===== config.mk =====
export PLATFORM = sky130hd
export DESIGN_NAME = sdram_scheduler_top
export DESIGN_NICKNAME = d
export VERILOG_FILES = /design/src/design/sdram_pkg.sv /design/src/design/sdram_command_issue.sv /design/src/design/sdram_command_register.sv /design/src/design/sdram_request_decode.sv /design/src/design/sdram_scheduler_top.sv
export VERILOG_INCLUDE_DIRS = /design/src /design/src/design
export SDC_FILE = /design/constraint.sdc
export NUM_CORES = 1
export LEC_CHECK = 0
export BUFFER_PORTS_ARGS = -buffer_cell sky130_fd_sc_hd__buf_2
export CAP_MARGIN = 30
export CORE_MARGIN = 10
export CORE_UTILIZATION = 48
export DETAILED_ROUTE_END_ITERATION = 10
export MAX_ROUTING_LAYER = met4
export PLACE_DENSITY = 0.74
export SYNTH_ARGS = -nofsm -noshare
export SYNTH_HDL_FRONTEND = slang
export SYNTH_SLANG_ARGS = --single-unit

===== constraint.sdc =====
create_clock -name INPUT_CLK -period 1.7 [get_ports INPUT_CLK]
set_input_delay 0.17 -clock INPUT_CLK [delete_from_list [all_inputs] [get_ports INPUT_CLK]]
set_output_delay 0.17 -clock INPUT_CLK [all_outputs]
set_load 0.005 [all_outputs]

===== src/design/sdram_consts.svh =====
`ifndef SDRAM_CONSTS_SVH
`define SDRAM_CONSTS_SVH

// --------------------------------------------------------------------
// Port and bus widths
// --------------------------------------------------------------------
`define ADDR_W 26
`define ROW_W 14
`define BANK_W 3
`define COL_W 9
`define MASK_W 4

// Bit 10 set selects all banks
`define PRCH_ALL_ADDR 14'h0400

// --------------------------------------------------------------------
// Command spacing
// --------------------------------------------------------------------
`define WAIT_W 4
`define WAIT_LOAD_ARSR 4'd3
`define WAIT_LOAD_ACTV 4'd12
`define WAIT_LOAD_RW 4'd11
`define WAIT_LOAD_PRCH 4'd11
`define WAIT_READY 4'd13      // Normal spacing met
`define WAIT_READY_WR 4'd15   // Write recovery before PRCH

`define GUARD_W 3
`define ACTV_GUARD 3'd4       // ACTV to PRCH of same row

`endif


===== src/design/sdram_pkg.sv =====
`include "sdram_consts.svh"

package sdram_pkg;

  typedef enum logic [2:0] {
    NOOP = 3'b111,
    ACTV = 3'b011,
    READ = 3'b101,
    WRTE = 3'b100,
    PRCH = 3'b010,
    ARSR = 3'b001
  } sdram_cmd_t;

  typedef struct packed {
    logic                request;
    logic                write;
    logic [`ADDR_W-1:0]  addr;
    logic [`MASK_W-1:0]  we_mask;
  } port_req_t;

  typedef struct packed {
    logic [`ROW_W-1:0]   row;
    logic [`BANK_W-1:0]  bank;
  } page_t;

  typedef struct packed {
    logic                page_open;
    page_t               open_page;
    logic                last_write;  // Last access was a write
  } page_state_t;

  // Fields below hit_* and want_* belong to the selected port
  typedef struct packed {
    logic                hit_rand;
    logic                hit_bulk;
    logic                want_rand;
    logic                want_bulk;
    logic                write;
    page_t               target;
    logic [`COL_W-1:0]   column;
    logic [`MASK_W-1:0]  we_mask;
  } decode_t;

  typedef struct packed {
    sdram_cmd_t          cmd;
    logic [`ROW_W-1:0]   address;
    logic [`BANK_W-1:0]  bank;
  } sdram_bus_t;

  typedef struct packed {
    logic                valid;
    sdram_bus_t          bus;
    logic                grant_rand;
    logic                grant_bulk;
    logic [`MASK_W-1:0]  we_mask;
  } issue_t;

endpackage


===== src/design/sdram_command_issue.sv =====
`include "sdram_consts.svh"

module sdram_command_issue
(
  input  logic                   INPUT_CLK,
  input  logic                   RST,
  input  logic                   refresh_strobe,
  input  sdram_pkg::decode_t     decode,
  input  sdram_pkg::page_state_t page_state,
  output sdram_pkg::issue_t      issue
);
  import sdram_pkg::*;

  logic               refresh_ack;
  logic               refresh_pend;
  logic [`WAIT_W-1:0] wait_cnt;
  logic [`WAIT_W-1:0] wait_load;
  logic               second_stroke;
  logic               extra_pass;
  logic [`GUARD_W-1:0] actv_guard;
  logic [1:0]         grant_hold;   // Grant round trip to the port

  logic       guard_done;
  logic       hit_ok;
  logic       dir_match;
  logic       need_work;
  logic       wait_norm;
  logic       wait_long;
  logic       wr_recover;
  logic       fast_go;
  logic       slow_go;
  logic       issue_com;
  logic       rw_cmd;
  logic       arsr_go;
  sdram_bus_t bus_next;

  // --------------------------------------------------------------------
  // Command choice
  // --------------------------------------------------------------------
  assign guard_done = (actv_guard == `ACTV_GUARD);
  assign hit_ok     = (decode.hit_rand || decode.hit_bulk) &&
                      page_state.page_open && !refresh_pend;
  assign dir_match  = (decode.write == page_state.last_write);
  assign need_work  = decode.want_rand || decode.want_bulk || refresh_pend;
  assign wait_norm  = (wait_cnt >= `WAIT_READY);
  assign wait_long  = (wait_cnt == `WAIT_READY_WR);
  assign wr_recover = page_state.page_open && page_state.last_write && !hit_ok;

  always_comb
  begin
    bus_next.cmd     = NOOP;
    bus_next.address = '0;
    bus_next.bank    = '0;
    if (hit_ok)
    begin
      bus_next.cmd     = decode.write ? WRTE : READ;
      bus_next.address = {{(`ROW_W-`COL_W-1){1'b0}}, decode.column, 1'b0};
      bus_next.bank    = page_state.open_page.bank;
    end
    else if (page_state.page_open)
    begin
      if (guard_done)
        bus_next.cmd = PRCH;   // Row too young otherwise
      bus_next.address = `PRCH_ALL_ADDR;
      bus_next.bank    = page_state.open_page.bank;
    end
    else if (refresh_pend)
      bus_next.cmd = ARSR;
    else
    begin
      bus_next.cmd     = ACTV;
      bus_next.address = decode.target.row;
      bus_next.bank    = decode.target.bank;
    end
  end

  always_comb
  begin
    case (bus_next.cmd)
      ARSR:    wait_load = `WAIT_LOAD_ARSR;
      ACTV:    wait_load = `WAIT_LOAD_ACTV;
      PRCH:    wait_load = `WAIT_LOAD_PRCH;
      default: wait_load = `WAIT_LOAD_RW;
    endcase
  end

  assign rw_cmd    = (bus_next.cmd == READ) || (bus_next.cmd == WRTE);
  assign fast_go   = hit_ok && dir_match;   // Same direction skips the counter
  assign slow_go   = need_work && !extra_pass && (wr_recover ? wait_long : wait_norm);
  assign issue_com = second_stroke && (grant_hold == 2'd0) &&
                     (bus_next.cmd != NOOP) && (fast_go || slow_go);
  assign arsr_go   = issue_com && (bus_next.cmd == ARSR);

  // --------------------------------------------------------------------
  // Issue register and spacing state
  // --------------------------------------------------------------------
  always_ff @(posedge INPUT_CLK)
  begin
    issue.bus     <= bus_next;
    issue.we_mask <= decode.we_mask;
    if (RST)
    begin
      issue.valid      <= 1'b0;
      issue.grant_rand <= 1'b0;
      issue.grant_bulk <= 1'b0;
      second_stroke    <= 1'b1;
      grant_hold       <= 2'd0;
      refresh_ack      <= 1'b0;
      refresh_pend     <= 1'b0;
      wait_cnt         <= '1;    // Ready at once
      extra_pass       <= 1'b0;
      actv_guard       <= `ACTV_GUARD;
    end
    else
    begin
      issue.valid      <= issue_com;
      issue.grant_bulk <= issue_com && hit_ok && decode.hit_bulk;
      issue.grant_rand <= issue_com && hit_ok && decode.hit_rand;
      second_stroke    <= !issue_com;

      if (issue_com && rw_cmd)
        grant_hold <= 2'd3;
      else if (grant_hold != 2'd0)
        grant_hold <= grant_hold - 2'd1;

      if (arsr_go)
      begin
        refresh_ack  <= refresh_strobe;
        refresh_pend <= 1'b0;
      end
      else
        refresh_pend <= refresh_strobe ^ refresh_ack;

      // Refresh takes two passes of the counter
      if (issue_com)
        wait_cnt <= wait_load;
      else if (extra_pass && wait_norm)
        wait_cnt <= `WAIT_LOAD_ARSR;
      else if (!wait_long)
        wait_cnt <= wait_cnt + 1'b1;

      if (arsr_go)
        extra_pass <= 1'b1;
      else if (extra_pass && wait_norm)
        extra_pass <= 1'b0;

      if (issue_com && (bus_next.cmd == ACTV))
        actv_guard <= '0;
      else if (!guard_done)
        actv_guard <= actv_guard + 1'b1;
    end
  end

  a_grant_with_access: assert property (@(posedge INPUT_CLK) disable iff (RST)
    (issue.grant_rand || issue.grant_bulk) |->
      issue.valid && (issue.bus.cmd inside {READ, WRTE}));

  a_single_grant: assert property (@(posedge INPUT_CLK) disable iff (RST)
    !(issue.grant_rand && issue.grant_bulk));

endmodule


===== src/design/sdram_command_register.sv =====
`include "sdram_consts.svh"

module sdram_command_register
(
  input  logic                    INPUT_CLK,
  input  logic                    RST,
  input  sdram_pkg::issue_t       issue,
  output sdram_pkg::sdram_bus_t   sdram_bus,
  output logic                    grant_rand,
  output logic                    grant_bulk,
  output logic [`MASK_W-1:0]      we_mask,
  output sdram_pkg::page_state_t  page_state
);
  import sdram_pkg::*;

  // --------------------------------------------------------------------
  // Command bus, grants and mask
  // --------------------------------------------------------------------
  always_ff @(posedge INPUT_CLK)
  begin
    sdram_bus.address <= issue.bus.address;
    sdram_bus.bank    <= issue.bus.bank;
    we_mask           <= issue.we_mask;
    if (RST)
    begin
      sdram_bus.cmd <= NOOP;
      grant_rand    <= 1'b0;
      grant_bulk    <= 1'b0;
    end
    else
    begin
      sdram_bus.cmd <= issue.valid ? issue.bus.cmd : NOOP;
      grant_rand    <= issue.valid && issue.grant_rand;
      grant_bulk    <= issue.valid && issue.grant_bulk;
    end
  end

  // --------------------------------------------------------------------
  // Open page tracking
  // --------------------------------------------------------------------
  always_ff @(posedge INPUT_CLK)
  begin
    if (RST)
    begin
      page_state.page_open  <= 1'b0;
      page_state.last_write <= 1'b0;
    end
    else if (issue.valid)
    begin
      case (issue.bus.cmd)
        ACTV:
        begin
          page_state.page_open      <= 1'b1;
          page_state.open_page.row  <= issue.bus.address;  // Row on the bus
          page_state.open_page.bank <= issue.bus.bank;
        end
        PRCH:
          page_state.page_open <= 1'b0;
        READ:
          page_state.last_write <= 1'b0;
        WRTE:
          page_state.last_write <= 1'b1;
        default:
          page_state.page_open <= page_state.page_open;
      endcase
    end
  end

  // The tracked page lags the issue stage by one register
  a_no_actv_on_open: assert property (@(posedge INPUT_CLK) disable iff (RST)
    (issue.valid && (issue.bus.cmd == ACTV)) |-> !page_state.page_open);

endmodule


===== src/design/sdram_request_decode.sv =====
`include "sdram_consts.svh"

module sdram_request_decode
(
  input  logic                   INPUT_CLK,
  input  logic                   RST,
  input  sdram_pkg::port_req_t   rand_port,
  input  sdram_pkg::port_req_t   bulk_port,
  input  sdram_pkg::page_state_t page_state,
  output sdram_pkg::decode_t     decode
);
  import sdram_pkg::*;

  port_req_t rand_q;
  port_req_t bulk_q;
  port_req_t sel;
  page_t     rand_page;
  page_t     bulk_page;
  logic      hit_rand_w;
  logic      hit_bulk_w;
  logic      hit_rand_q;
  logic      hit_bulk_q;

  // Row and bank sit above the column bits
  function automatic page_t addr_page(input logic [`ADDR_W-1:0] addr);
    page_t p;
    p.row  = addr[`ADDR_W-1 -: `ROW_W];
    p.bank = addr[`COL_W +: `BANK_W];
    return p;
  endfunction

  // --------------------------------------------------------------------
  // Page compare on the live ports
  // --------------------------------------------------------------------
  assign rand_page = addr_page(rand_port.addr);
  assign bulk_page = addr_page(bulk_port.addr);

  assign hit_rand_w = rand_port.request && !bulk_port.request &&  // Bulk first
                      page_state.page_open &&
                      (rand_page == page_state.open_page);

  assign hit_bulk_w = bulk_port.request &&
                      page_state.page_open &&
                      (bulk_page == page_state.open_page);

  always_ff @(posedge INPUT_CLK)
  begin
    rand_q <= rand_port;
    bulk_q <= bulk_port;
    if (RST)
    begin
      rand_q.request <= 1'b0;
      bulk_q.request <= 1'b0;
      hit_rand_q     <= 1'b0;
      hit_bulk_q     <= 1'b0;
    end
    else
    begin
      hit_rand_q <= hit_rand_w;
      hit_bulk_q <= hit_bulk_w;
    end
  end

  // --------------------------------------------------------------------
  // Port select
  // --------------------------------------------------------------------
  assign sel = bulk_q.request ? bulk_q : rand_q;

  always_comb
  begin
    decode.hit_rand  = hit_rand_q;
    decode.hit_bulk  = hit_bulk_q;
    decode.want_rand = rand_q.request;
    decode.want_bulk = bulk_q.request;
    decode.write     = sel.write;
    decode.target    = addr_page(sel.addr);
    decode.column    = sel.addr[`COL_W-1:0];
    decode.we_mask   = sel.we_mask;
  end

endmodule


===== src/design/sdram_scheduler_top.sv =====
`include "sdram_consts.svh"

module sdram_scheduler_top
(
  input  logic                   INPUT_CLK,
  input  logic                   RST,
  input  logic                   refresh_strobe,
  input  sdram_pkg::port_req_t   rand_port,
  input  sdram_pkg::port_req_t   bulk_port,
  output sdram_pkg::sdram_bus_t  sdram_bus,
  output logic                   grant_rand,
  output logic                   grant_bulk,
  output logic [`MASK_W-1:0]     we_mask
);
  import sdram_pkg::*;

  decode_t     decode;
  issue_t      issue;
  page_state_t page_state;   // Fed back to decode and issue

  sdram_request_decode u_decode
  (
    .INPUT_CLK  (INPUT_CLK),
    .RST        (RST),
    .rand_port  (rand_port),
    .bulk_port  (bulk_port),
    .page_state (page_state),
    .decode     (decode)
  );

  sdram_command_issue u_issue
  (
    .INPUT_CLK      (INPUT_CLK),
    .RST            (RST),
    .refresh_strobe (refresh_strobe),
    .decode         (decode),
    .page_state     (page_state),
    .issue          (issue)
  );

  sdram_command_register u_register
  (
    .INPUT_CLK  (INPUT_CLK),
    .RST        (RST),
    .issue      (issue),
    .sdram_bus  (sdram_bus),
    .grant_rand (grant_rand),
    .grant_bulk (grant_bulk),
    .we_mask    (we_mask),
    .page_state (page_state)
  );

endmodule


==> impl_summary.md, run 1 <==
Critical path
The critical path crosses 8 cells after its start point. The setup slack of the most critical reg-to-reg path is -0.05 ns. The sum of buffers and inverters on the critical path is 2. STA puts the critical path data arrival time at 2.15 ns. The maximum net fanout on the critical path is 4. For the worst setup path, the data required time is 2.11 ns.

The sort of element at the end of the critical path is a flop. The cell type of the slowest stage on the worst timing path is sky130_fd_sc_hd__dfxtp_2. The signal on the critical path passes through inv_2 -> ha_4 -> a21boi_4 -> a2111oi_4 -> buf_4 -> a32oi_4 -> nand3_1 -> a221o_1. The category of the critical setup timing path is reg -> reg. The worst flop-to-flop path startpoint is u_issue.actv_guard[1]. The kind of start point of the critical path is a flop.

The stage delay of the slowest cell on the critical path is 0.34 ns. The worst register-to-register path ends at u_issue.wait_cnt[1]. The kind of cell adding the most delay to the critical path is compound AO/OA/AOI/OAI gates. The number of cells on the worst reg-to-reg path is 8.

Logic synthesis
The count of warnings emitted by yosys is 0. The number of register bits inferred by synthesis is 151. The synthesized instance count is 360.

The synthesized netlist contains 44 unique library cells. The top flip-flop cell by instance count after synthesis is sky130_fd_sc_hd__dfxtp_1. The share of async-settable or async-resettable flops after synthesis is 0. Summing every instance area after synthesis gives 4710 um2.

The number of enable-type register cells in the synthesized netlist is 17. The total nets after synthesis is 433. Of all cell types, the one taking the most synthesized area is sky130_fd_sc_hd__dfxtp_1. Ranked by total cell area, the synthesized netlist is headed by sky130_fd_sc_hd__dfxtp_1 (57%), sky130_fd_sc_hd__edfxtp_1 (11%), sky130_fd_sc_hd__mux2i_1 (6.2%). Counting instances in the post-synthesis netlist gives the leading cell types as sky130_fd_sc_hd__dfxtp_1 (134), sky130_fd_sc_hd__mux2i_1 (29), sky130_fd_sc_hd__xnor2_1 (28). Of the synthesized area, sequential elements account for 0.678. The average footprint of a synthesized cell is 13.1 um2.

The library cell with the highest instance count after synthesis is sky130_fd_sc_hd__dfxtp_1. The share of synthesized area in the top cell type comes to 0.569.

Power
The static leakage power is 0.00288 uW. The worst voltage drop across the vdd grid is 0.721 mV. Dividing total power by cell area gives a power density of 1460 nW/um2.

The completed layout was analyzed and its total power is 9990 uW.

STA
Setup violations remaining at the end of the flow were counted as 6. The worst setup margin is -0.0476 ns. The highest clock frequency the design can meet is 572 MHz. Setup repair after global routing could not meet its margin everywhere. The final number of max-transition violations is 0. The actual slew at the worst max-slew pin is 0.560 ns. The routed design could run at a clock period as short as 1.75 ns. The final period utilization is 1.03.

The clock arrives with 0.00951 ns of skew. Measured against its own limit, the worst slew margin works out to 0.624. The number of hold-slack violations in the final timing report is 0. The final hold slack is 0.279 ns.

Clock tree
TritonCTS created 17 clock buffers. The post-CTS clock slew at the launch and capture registers of the worst setup and hold paths is 0.06 ns. The clock tree from TritonCTS is done. The largest buffer count on any clock path is 2. The clock net in this run drives a total of 151 sinks. The root buffer cell is sky130_fd_sc_hd__clkbuf_8.

The level count of the clock H-tree is 4. The clock reaches the later pin of the worst-skew pair after 0.52 ns.

Place
In this run the cell area measured after placement is 5490 um2. After legalization and detailed placement, the total HPWL measured 7.57 mm. Routability-driven placement finished with a final weighted congestion of 0.807. The worst-case setup slack after placement is -0.120 ns. The number of input and output port buffers inserted is 92.

Final layout
The fraction of layout instances using a drive strength above 1 is 0.320. In the final design database the tool counted 626 nets. Once layout is done, the placed cells without fillers occupy 6850 um2. Relative to the synthesized area, the layout overhead comes to 45.4%. Fill cells in the final layout number 662.

GRT
The initial antenna violation count was 0. The overall global routing resource usage is 0.176. Summed over all layers, the global routing overflow is 0.

The first-pass GRT wire length is 19.1 mm. The via count of the first global-routing pass was 3705. Entering global routing, the biggest net connects 31 pins.

Routing
Dividing the detail-routed wire length by the instance count gives 17.1 um. In this run the remaining antenna-violating nets after routing total 0. The number of detailed-routing iterations run before antenna repair is 4.

The post-detailed-route DRC marker count is 0. The sum of routed wire length over all layers is 12.0 mm. The final route contains 3362 vias. The via density per instance is 4.80. After the first detailed-routing iteration, the DRC count stood at 177.

Die
The floorplan row count is 36. In this run the horizontal extent of the chip is 119 um. In this run the count of I/O pins placed on the die edge is 93. The area of the placeable core is 9680 um2. The die covers 14200 um2.

For this configuration, the core starts out at a cell density of 0.486. From bottom edge to top edge, the die measures 119 um.

Min path
The min-delay analysis places its worst path in the category in -> reg. The worst hold path passes through 2 cells. The terminating pin of the worst hold path is u_decode.rand_q[3]. The startpoint of the tightest hold check path is rand_port[3].

Run
Max-cap violations in this run came to 0.

Outcome
The final reports fail on setup timing. The run finished, with violations left.
==> metal layers <==
| layer | part of all wire | track usage | routed length (um) |
|---|---|---|---|
| met2 | 0.54 | 0.309 | 6480 |
| met1 | 0.40 | 0.184 | 4730 |
| met3 | 0.053 | 0.0534 | 630 |
| met5 | 0 | - | 0 |
| met4 | 0.0098 | 0.0618 | 117 |
==> state kept, by name, summed over array words and instances, names as in the netlist <==
register               cells
u_decode.bulk_q           31
u_decode.rand_q           31
u_issue.issue             27
u_register.sdram_bus      20
u_register.page_state     19
u_issue.wait_cnt           4
u_register.we_mask         4
u_issue.actv_guard         3
u_decode.decode            2
u_issue.grant_hold         2
u_decode.hit_bulk_q        1
u_decode.hit_rand_q        1
u_issue.extra_pass         1
u_issue.refresh_ack        1
u_issue.refresh_pend       1
u_issue.second_stroke      1
u_register.grant_bulk      1
u_register.grant_rand      1
==> layout make-up <==
type                    count  area, um2  share of cell area
repair buffers            184       1330               0.194
inverters                   9       33.8             0.00493
clock inverters            14        184              0.0268
flip-flops and latches    151       3200               0.467
clock buffers              18        418              0.0610
diodes                      1       2.50            0.000365
multi-input cells         190       1520               0.222
well taps                 133        166              0.0243
==> per-stage QoR <==
step	TNS [ns]	instances	util
2_1_floorplan	-0.0511	360	-
3_3_place_gp	-0.120	598	0.567
3_5_place_dp	-0.644	598	0.567
4_1_cts	-0.641	697	0.703
5_1_grt	-1.04	699	0.707
6_report	-0.127	700	0.707
==> repair_timing <==
| action | CTS | global route |
|---|---|---|
| gates resized for setup | 10 | 10 |
| pin swaps | 10 | 10 |
| hold endpoints to repair | 70 | 0 |
| setup buffers | 1 | 2 |
| hold buffers | 66 | 0 |
| setup endpoints to repair | 9 | 15 |
| cloned | 0 | 0 |
==> worst max-delay path by stage <==
stage                                     start                  end
after detailed placement  u_issue.actv_guard[1]  u_issue.wait_cnt[1]
after CTS                 u_issue.actv_guard[0]  u_issue.wait_cnt[1]
after floorplan           u_issue.actv_guard[0]  u_issue.wait_cnt[0]
after global placement    u_issue.actv_guard[1]  u_issue.wait_cnt[1]
final                     u_issue.actv_guard[1]  u_issue.wait_cnt[1]
after global routing      u_issue.actv_guard[0]   u_issue.extra_pass
==> report_power, final <==
part           leakage (uW)  internal (uW)  switching [uW]
Sequential          0.00128           4100             256
Combinational       0.00131            968             901
Clock              0.000284           2160            1600
==> cells by family after synthesis <==
logic type,share of synthesized area
buf+inv,0.0173
xor+xnor,0.0707
flops,0.678
simple gates,0.0837
mux,0.0736
compound gates,0.0611
fa+ha+maj,0.0159
==> layout by cell type (no fill, tap or decap), types with 5 or more instances in the layout <==
| cell | Yosys | final |
|---|---|---|
| sky130_fd_sc_hd__dfxtp_1 | 134 | 129 |
| sky130_fd_sc_hd__buf_2 | 2 | 92 |
| sky130_fd_sc_hd__dlygate4sd3_1 | 0 | 66 |
| sky130_fd_sc_hd__mux2i_1 | 29 | 29 |
| sky130_fd_sc_hd__xnor2_1 | 28 | 28 |
| sky130_fd_sc_hd__buf_4 | 0 | 25 |
| sky130_fd_sc_hd__edfxtp_1 | 17 | 17 |
| sky130_fd_sc_hd__clkbuf_16 | 0 | 16 |
| sky130_fd_sc_hd__nor2_1 | 14 | 13 |
| sky130_fd_sc_hd__nand2_1 | 13 | 12 |
| sky130_fd_sc_hd__o22ai_1 | 11 | 11 |
| sky130_fd_sc_hd__xor2_1 | 10 | 10 |
| sky130_fd_sc_hd__nand4_1 | 9 | 9 |
| sky130_fd_sc_hd__nor2b_1 | 7 | 7 |
| sky130_fd_sc_hd__inv_2 | 1 | 5 |
| sky130_fd_sc_hd__o21ai_0 | 5 | 5 |
| sky130_fd_sc_hd__and2_1 | 5 | 5 |
| sky130_fd_sc_hd__mux2_2 | 5 | 5 |
| sky130_fd_sc_hd__nand3_1 | 6 | 5 |
| sky130_fd_sc_hd__dfxtp_2 | 0 | 5 |
Note: power is estimated with default switching activity, not from simulation.
==> run 2: changes to the inputs <==
--- a/config.mk
+++ b/config.mk
@@ -6,13 +6,15 @@
 export SDC_FILE = /design/constraint.sdc
 export NUM_CORES = 1
 export LEC_CHECK = 0
+export ABC_AREA = 1
 export BUFFER_PORTS_ARGS = -buffer_cell sky130_fd_sc_hd__buf_2
 export CAP_MARGIN = 30
 export CORE_MARGIN = 10
-export CORE_UTILIZATION = 48
+export CORE_UTILIZATION = 49
 export DETAILED_ROUTE_END_ITERATION = 10
 export MAX_ROUTING_LAYER = met4
 export PLACE_DENSITY = 0.74
 export SYNTH_ARGS = -nofsm -noshare
 export SYNTH_HDL_FRONTEND = slang
+export SYNTH_HIERARCHICAL = 1
 export SYNTH_SLANG_ARGS = --single-unit
==> run 2 against run 1 <==
The flow now finishes without violations. Fmax is 7.3% higher. Routed wire length is 2.4% lower. Critical endpoint is now u_issue/wait_cnt[1]. Synthesized cell count is 37% higher.
==> impl_summary.md, run 2 <==
Critical path
The sum of buffers and inverters on the critical path is 0 (-2). The data arrival at the endpoint of the critical path is 2.03 ns (-0.12 ns). The maximum net fanout on the critical path came to 5 (+1). The worst setup path is captured at a flop. The end point of the critical path is u_issue/wait_cnt[1]. The worst path required time was 2.10 ns (about the same). The setup slack of the most critical reg-to-reg path is 0.07 ns (+0.12 ns).

The cell type of the slowest stage on the worst timing path is sky130_fd_sc_hd__dfxtp_4. The critical path depth is 8 (unchanged). The critical path is of the reg -> reg type.

The stage delay of the slowest cell on the critical path is 0.37 ns (+0.03 ns). The most prevalent standard cell on the critical path is sky130_fd_sc_hd__nand3_1. The signal on the critical path passes through ha_1 -> nand3_1 -> nand3_1 -> nand3_2 -> nand2_4 -> nand3_2 -> nand2_1 -> nand3_1. The capture point of the worst reg-to-reg path is u_issue/wait_cnt[1].

On the critical path the largest part of the delay comes from simple AND/OR/NAND/NOR gates. The worst setup path is launched from a flop. The critical path starts at u_issue/wait_cnt[0].

The worst flop-to-flop path startpoint is u_issue/wait_cnt[0]. The logic depth of the worst register-to-register path is 8 (unchanged).

Final layout
The library cells used most frequently in the layout, excluding fill and tap cells, are sky130_fd_sc_hd__dfxtp_1 (131), sky130_fd_sc_hd__nand2_1 (101), sky130_fd_sc_hd__buf_2 (92). The total number of nets in the final design is 739 (+18%). The cell area after layout was 6960 um2 (+1.5%). The fraction of layout instances using a drive strength above 1 is 0.268 (-0.0517). Leaving out fill and tap cells, the most frequent cell in the layout is sky130_fd_sc_hd__dfxtp_1. In the final layout, the registers with the most flip-flops are u_decode/bulk_q (31), u_decode/rand_q (31), u_issue/issue (27). The post-synthesis to final-layout area growth is 35.6%.

The count of antenna diodes in the layout is 0 (-1). The number of fillers in the final layout is 751 (+13%).

Logic synthesis
The sequential fraction of the synthesis area is 0.622 (-0.0554). The number of enable-type register cells in the synthesized netlist came to 17 (unchanged). The synthesized design spends more area on one cell type than any other, namely sky130_fd_sc_hd__dfxtp_1. The total nets after synthesis was 565 (+30%). Among all flip-flop cells after synthesis, the most frequent one is sky130_fd_sc_hd__dfxtp_1. The library cell with the highest instance count after synthesis is sky130_fd_sc_hd__dfxtp_1. By count the netlist is led by sky130_fd_sc_hd__dfxtp_1 (134), sky130_fd_sc_hd__nand2_1 (102), sky130_fd_sc_hd__inv_1 (74).

The synthesized instance count is 492 (+37%). The number of register bits inferred by synthesis came to 151 (unchanged). The average footprint of a synthesized cell is 10.4 um2 (-20%). The netlist area before placement is 5130 um2 (+8.9%).

The number of distinct library cell variants in the gate-level netlist after synthesis was 31 (-30%). The count of warnings emitted by yosys is 6 (+6). Yosys attributes the largest share of cell area to sky130_fd_sc_hd__dfxtp_1 (52%), sky130_fd_sc_hd__edfxtp_1 (10%), sky130_fd_sc_hd__nand2_1 (7.5%).

The area share of the leading cell type in the synthesized netlist is 0.523 (-0.0465). The share of async-settable or async-resettable flops after synthesis is 0 (unchanged).

GRT
The overall global routing resource usage was 0.166 (-0.0105). The layer carrying the most global-route usage is met2. The met3 layer usage reported by global route is 0.0473 (-0.00609). The via count of the first global-routing pass came to 3981 (+7.4%). The first-pass GRT wire length is 18.9 mm (-1.3%). The routing usage on met1 was 0.175 (-0.00880).

The maximum number of pins on one net before global-route repair was 21 (-32%). The leftover overflow at the end of global routing came to 0 (unchanged). The met2 demand-to-capacity share in global routing is 0.285 (-0.0235). The initial antenna violation count is 0 (unchanged).

Place
The global placement routability congestion came to 0.853 (+5.7%). The area of placed instances came to 5750 um2 (+4.6%). The worst-case setup slack after placement was 0.109 ns (+0.229 ns). The number of input and output port buffers inserted was 92 (unchanged).

The post-DP HPWL is 7.72 mm (+2.0%).

Routing
The number of detailed-routing iterations run before antenna repair is 5 (+1). The DRC violation total after the first TritonRoute iteration is 196 (+11%). The number of antenna-violating nets in the routed design was 0 (unchanged). The post-detailed-route DRC marker count is 0 (unchanged). The sum of routed wire length over all layers is 11.7 mm (-2.4%).

The per-cell routed wire length came to 14.3 um (-16%). The via density per instance is 4.63 (-3.6%). The vias after detailed routing is 3775 (+12%).

Clock tree
The largest buffer count on any clock path is 2 (unchanged). The number of clock sinks seen by CTS is 151 (unchanged). Clock tree synthesis selected as its root buffer the cell sky130_fd_sc_hd__clkbuf_8. The level count of the clock H-tree came to 4 (unchanged). The clock tree from TritonCTS is done. The insertion delay to the later sink of the worst-skew pair was 0.52 ns (about the same).

The number of buffers added by the clock tree synthesis step is 17 (unchanged). The post-CTS clock slew at the launch and capture registers of the worst setup and hold paths is 0.07 ns (about the same).

Die
The I/O pin total is 93 (unchanged). The area of the placeable core is 10300 um2 (+6.1%). The die boundary height is 122 um (+2.7%). The floorplan row count is 37 (+2.8%). The x dimension of the die is 122 um (+2.7%).

The initial core utilization is 0.499 (+0.0127). The die footprint is 15000 um2 (+5.5%).

Min path
The tightest min-delay check is of the in -> reg type.

Power
The static leakage power is 0.00327 uW (+14%). The power consumption is 9470 uW (-5.2%). The worst voltage drop across the vdd grid is 0.814 mV (+13%). The power per standard cell area is 1360 nW/um2 (-6.6%).

Outcome
The flow ran to the end, and the final reports show no timing, DRC or antenna violations.

STA
The number of hold-slack violations in the final timing report came to 0 (unchanged). The final number of max-transition violations was 0 (unchanged). The worst relative slew slack is 0.768 (+0.144). The shortest period the worst path allows is 1.63 ns (-0.119 ns).

The final hold slack is 0.282 ns (+0.00263 ns). The final period utilization is 0.958 (-0.0700). The number of setup violations in the final report was 0 (-6). The actual slew at the worst max-slew pin was 0.347 ns (-0.213 ns). The highest clock frequency the design can meet is 614 MHz (+7.3%). The worst clock skew is 0.0102 ns (+0.000655 ns). The worst setup margin was 0.0714 ns (+0.119 ns).

Run
The number of max-capacitance violations reported was 0 (unchanged).
[run 2: area by class of cell]
type | count | area (um2) | area share
inverters | 77 | 292 | 0.0419
clock inverters | 13 | 113 | 0.0162
clock buffers | 19 | 422 | 0.0606
multi-input cells | 253 | 1570 | 0.225
repair buffers | 166 | 1190 | 0.172
well taps | 136 | 170 | 0.0245
flip-flops and latches | 151 | 3200 | 0.460
[run 2: what timing repair did]
item | in CTS | in global routing
hold buffers | 66 | 0
resized for setup | 0 | 5
setup endpoints to repair | 0 | 11
endpoints found under the hold margin | 70 | 0
setup buffers | 0 | 0
[run 2: layer usage]
metal,wire (um),vias to the layer above
li1,-,1898
met5,0,-
met4,232,0
met3,652,19
met2,5900,106
met1,4890,1752
[run 2: how the worst min path moves through the flow]
stage / from / endpoint / depth (start not counted)
global route: rand_port[2] / u_decode/rand_q[2] / 2
global placement: rand_port[4] / u_decode/rand_q[4] / 1
CTS: bulk_port[0] / u_decode/bulk_q[0] / 2
detailed placement: rand_port[6] / u_decode/rand_q[6] / 1
finish: bulk_port[2] / u_decode/bulk_q[2] / 2
floorplan: bulk_port[0] / u_decode/bulk_q[0] / 0
[run 2: cells by family after synthesis]
group                      share of synthesized area
AOI/OAI and AO/OA                             0.0451
xor gates and xnor gates                      0.0307
adders and majority gates                     0.0146
buffers and inverters                         0.0741
DFF                                            0.622
muxes                                         0.0680
and+or+nand+nor                                0.145
[run 2: where the power goes]
part           total [uW]  internal, uW  switching (uW)
logic                1740           769             974
registers            4330          4090             245
clock network        3390          1840            1550
[run 2: metrics by stage]
stage	setup TNS, ns	instances	util
after floorplan	0	492	-
after global placement	0	717	0.559
after detailed placement	0	717	0.559
after CTS	0	815	0.675
after global routing	-0.0296	815	0.677
final	0	815	0.677
==> run 3: changes to the inputs <==
--- a/config.mk
+++ b/config.mk
@@ -13,8 +13,7 @@
 export CORE_UTILIZATION = 49
 export DETAILED_ROUTE_END_ITERATION = 10
 export MAX_ROUTING_LAYER = met4
-export PLACE_DENSITY = 0.74
+export PLACE_DENSITY = 0.75
 export SYNTH_ARGS = -nofsm -noshare
 export SYNTH_HDL_FRONTEND = slang
-export SYNTH_HIERARCHICAL = 1
 export SYNTH_SLANG_ARGS = --single-unit
==> run 3 against run 2 <==
Register-to-register slack improved by 0.09 ns. Routed wire length rose by 8.1%. Core utilization rose by 1.7 points. Via count rose by 4.3%. Combinational power fell by 5%. Fmax rose by 5.6%. Sequential share of layout area rose by 1.6 points. Final cell count fell by 1.7%. Global-route usage rose by 2.3 points. Worst setup slack improved by 0.086 ns. Non-clock buffer count fell by 2.
==> impl_summary.md, run 3 <==
Power
The worst voltage drop across the vdd grid is 0.827 mV (+1.6%). The power per standard cell area was 1450 nW/um2 (+6.5%). The static leakage power is 0.00307 uW (-6.0%).

GRT
The leftover overflow at the end of global routing is 0 (unchanged). The initial antenna violation count is 0 (unchanged). The maximum number of pins on one net before global-route repair is 29 (+38%). The overall global routing resource usage is 0.189 (+0.0229).

The first-pass GRT wire length came to 20.4 mm (+8.1%). The via count of the first global-routing pass is 4075 (+2.4%).

STA
The number of hold-slack violations in the final timing report is 0 (unchanged). The worst relative slew slack is 0.783 (+0.0141). The final period utilization came to 0.908 (-0.0504). The final hold slack is 0.269 ns (-0.0132 ns). The shortest period the worst path allows is 1.54 ns (-0.0857 ns).

Setup repair after global routing could not meet its margin everywhere. The actual slew at the worst max-slew pin is 0.326 ns (-0.0211 ns). The number of setup violations in the final report came to 0 (unchanged).

The final number of max-transition violations is 0 (unchanged). The highest clock frequency the design can meet is 648 MHz (+5.6%). The worst clock skew is 0.0106 ns (+0.000481 ns).

Logic synthesis
The dominant combinational cell family by area after synthesis is simple AND/OR/NAND/NOR gates. In the synthesized netlist, the cells that appear most often are sky130_fd_sc_hd__dfxtp_1 (134), sky130_fd_sc_hd__nand2_1 (105), sky130_fd_sc_hd__inv_1 (48). The number of distinct library cell variants in the gate-level netlist after synthesis came to 35 (+13%). The count of warnings emitted by yosys was 0 (-6). The synthesized instance count was 483 (-1.8%).

The number of enable-type register cells in the synthesized netlist was 17 (unchanged). The area share of the leading cell type in the synthesized netlist came to 0.557 (+0.0338). The adder and majority gate portion of the synthesized area is 0.0156 (+0.000946). The multiplexer area fraction after synthesis was 0.00234 (-0.0657).

The fraction of the mapped netlist area in simple logic gates came to 0.155 (+0.00963). The compound-cell area share of the yosys netlist is 0.0919 (+0.0468). The largest total area in the synthesized netlist belongs to sky130_fd_sc_hd__dfxtp_1. The xor-xnor portion of the synthesized cell area is 0.0200 (-0.0107). The average footprint of a synthesized cell was 9.98 um2 (-4.3%). Yosys instantiated no cell more often than sky130_fd_sc_hd__dfxtp_1. By area the synthesized netlist is led by sky130_fd_sc_hd__dfxtp_1 (56%), sky130_fd_sc_hd__edfxtp_1 (11%), sky130_fd_sc_hd__nand2_1 (8.2%). The total nets after synthesis is 556 (-1.6%). The netlist area before placement is 4820 um2 (-6.1%). In the synthesized netlist the dominant register cell turns out to be sky130_fd_sc_hd__dfxtp_1.

The sequential fraction of the synthesis area is 0.663 (+0.0402). The number of register bits inferred by synthesis came to 151 (unchanged). The share of async-settable or async-resettable flops after synthesis is 0 (unchanged).

Routing
The post-detailed-route DRC marker count came to 0 (unchanged). The via density per instance is 4.92 (+6.2%). The number of antenna-violating nets in the routed design is 0 (unchanged). The sum of routed wire length over all layers is 12.6 mm (+8.1%). The vias after detailed routing was 3939 (+4.3%).

The per-cell routed wire length is 15.7 um (+10%). The number of detailed-routing iterations run before antenna repair is 5 (unchanged). The DRC violation total after the first TritonRoute iteration is 350 (+79%).

Clock tree
The number of clock sinks seen by CTS was 151 (unchanged). The post-CTS clock slew at the launch and capture registers of the worst setup and hold paths came to 0.07 ns (about the same). The clock tree from TritonCTS is done. The largest buffer count on any clock path is 2 (unchanged). The root buffer cell is sky130_fd_sc_hd__clkbuf_8. The number of buffers added by the clock tree synthesis step is 17 (unchanged). The insertion delay to the later sink of the worst-skew pair is 0.53 ns (about the same). The level count of the clock H-tree is 4 (unchanged).

Final layout
The number of standard cells in the layout, taps in and fillers out came to 801 (-1.7%). In the final layout, the registers with the most flip-flops are u_decode.bulk_q (31), u_decode.rand_q (31), u_issue.issue (27). The count of antenna diodes in the layout is 0 (unchanged). The number of fillers in the final layout is 699 (-6.9%). The post-layout utilization of the core came to 0.694 (+0.0172). The fraction of layout instances using a drive strength above 1 was 0.225 (-0.0435). The total number of nets in the final design is 728 (-1.5%). The post-synthesis to final-layout area growth is 39.5%. The leading cell type in the layout, fill and taps excluded is sky130_fd_sc_hd__dfxtp_1. In the layout the commonest cells are sky130_fd_sc_hd__dfxtp_1 (131), sky130_fd_sc_hd__nand2_1 (105), sky130_fd_sc_hd__buf_2 (92).

Run
The number of max-capacitance violations reported is 0 (unchanged).

Place
The number of instances in the placed design is 703 (-2.0%). The global placement routability congestion is 0.927 (+8.7%). The post-DP HPWL is 7.94 mm (+2.8%). The number of input and output port buffers inserted is 92 (unchanged).

Die
The I/O pin total is 93 (unchanged). The area of the placeable core is 9680 um2 (-5.8%). The initial core utilization was 0.498 (-0.00160). The die boundary height was 119 um (-2.6%). The floorplan row count is 36 (-2.7%).

The x dimension of the die was 119 um (-2.6%). The die footprint came to 14200 um2 (-5.1%).

Critical path
The worst path required time came to 2.12 ns (+0.02 ns). The maximum net fanout on the critical path is 9 (+4). STA classifies the critical path startpoint as a flop. The data arrival at the endpoint of the critical path is 1.96 ns (-0.07 ns). The sort of element at the end of the critical path is a flop. The setup path with the least slack is of type reg -> reg.

Outcome
The run finished with clean final reports.

Min path
The tightest min-delay check is of the in -> reg type.
run 3: changes by cell type in the layout (fill, tap and decap cells not counted), moves of 7 or more:
cell,before,now
sky130_fd_sc_hd__a22o_1,12,1
sky130_fd_sc_hd__inv_1,74,48
sky130_fd_sc_hd__mux2_2,31,1
sky130_fd_sc_hd__o21ai_0,8,36
sky130_fd_sc_hd__o22ai_1,2,10
sky130_fd_sc_hd__xnor2_1,9,2
run 3: cell families after synthesis:
kind of cell | count (synthesis)
and+or+nand+nor | 175
AOI/OAI and AO/OA | 75
adders and majority gates | 6
xor gates and xnor gates | 11
muxes | 1
buffers and inverters | 64
DFF | 151
run 3: path summary, 6_finish.rpt:
path                         startpoint               endpoint  slack, ns  depth (start not counted)
hold / removal             bulk_port[7]     u_decode.bulk_q[7]       0.27                          2
hold reg to reg        u_issue.issue[1]  u_register.we_mask[1]       0.33                          0
setup reg to reg  u_issue.actv_guard[0]  u_issue.actv_guard[0]       0.16                          9
setup / recovery  u_issue.actv_guard[0]  u_issue.actv_guard[0]       0.16                          9
run 3: what timing repair did:
item                                   CTS  global route
setup endpoints to repair                0            14
resized for setup                        0             4
endpoints found under the hold margin   70             0
buffers inserted                         0             0
hold buffers                            66             0
run 3: per-stage QoR:
stage	setup TNS [ns]	power [uW]	instance area [um2]	setup WS, ns
floorplan	0	5360	4820	0.181
global placement	0	5830	5460	0.197
detailed placement	0	5890	5460	0.122
CTS	0	9750	6710	0.102
global route	-0.0115	10200	6720	-0.0115
finish	0	9740	6720	0.157
run 3: critical path: stages, from the launching register on:
cell,delay (ns)
sky130_fd_sc_hd__dfxtp_1,0.31
sky130_fd_sc_hd__inv_1,0.09
sky130_fd_sc_hd__ha_1,0.15
sky130_fd_sc_hd__nand2_1,0.18
sky130_fd_sc_hd__a31oi_4,0.30
sky130_fd_sc_hd__nand2_4,0.12
sky130_fd_sc_hd__inv_4,0.08
sky130_fd_sc_hd__nand2_2,0.05
sky130_fd_sc_hd__nand2_2,0.08
sky130_fd_sc_hd__nor2_1,0.06
run 3: final cells by class:
| cell class | count | area, um2 | share of cell area |
|---|---|---|---|
| inverters | 53 | 205 | 0.0305 |
| repair buffers | 164 | 1180 | 0.175 |
| multi-input cells | 268 | 1380 | 0.206 |
| clock buffers | 17 | 414 | 0.0616 |
| clock inverters | 15 | 179 | 0.0266 |
| well taps | 133 | 166 | 0.0248 |
| flip-flops and latches | 151 | 3200 | 0.476 |
run 3: layer usage:
layer / vias to the layer above / global-route usage / part of all wire
li1: 1913 / - / -
met1: 1815 / 0.200 / 0.40
met2: 179 / 0.313 / 0.50
met3: 32 / 0.0661 / 0.073
met4: 0 / 0.0824 / 0.025
met5: - / - / 0
run 3: power by group:
part / internal (uW) / switching [uW] / leakage, uW / total, uW
sequential: 4120 / 235 / 0.00128 / 4350
combinational: 707 / 944 / 0.00150 / 1650
clock: 2150 / 1580 / 0.000292 / 3730
total: 6980 / 2760 / 0.00307 / 9740
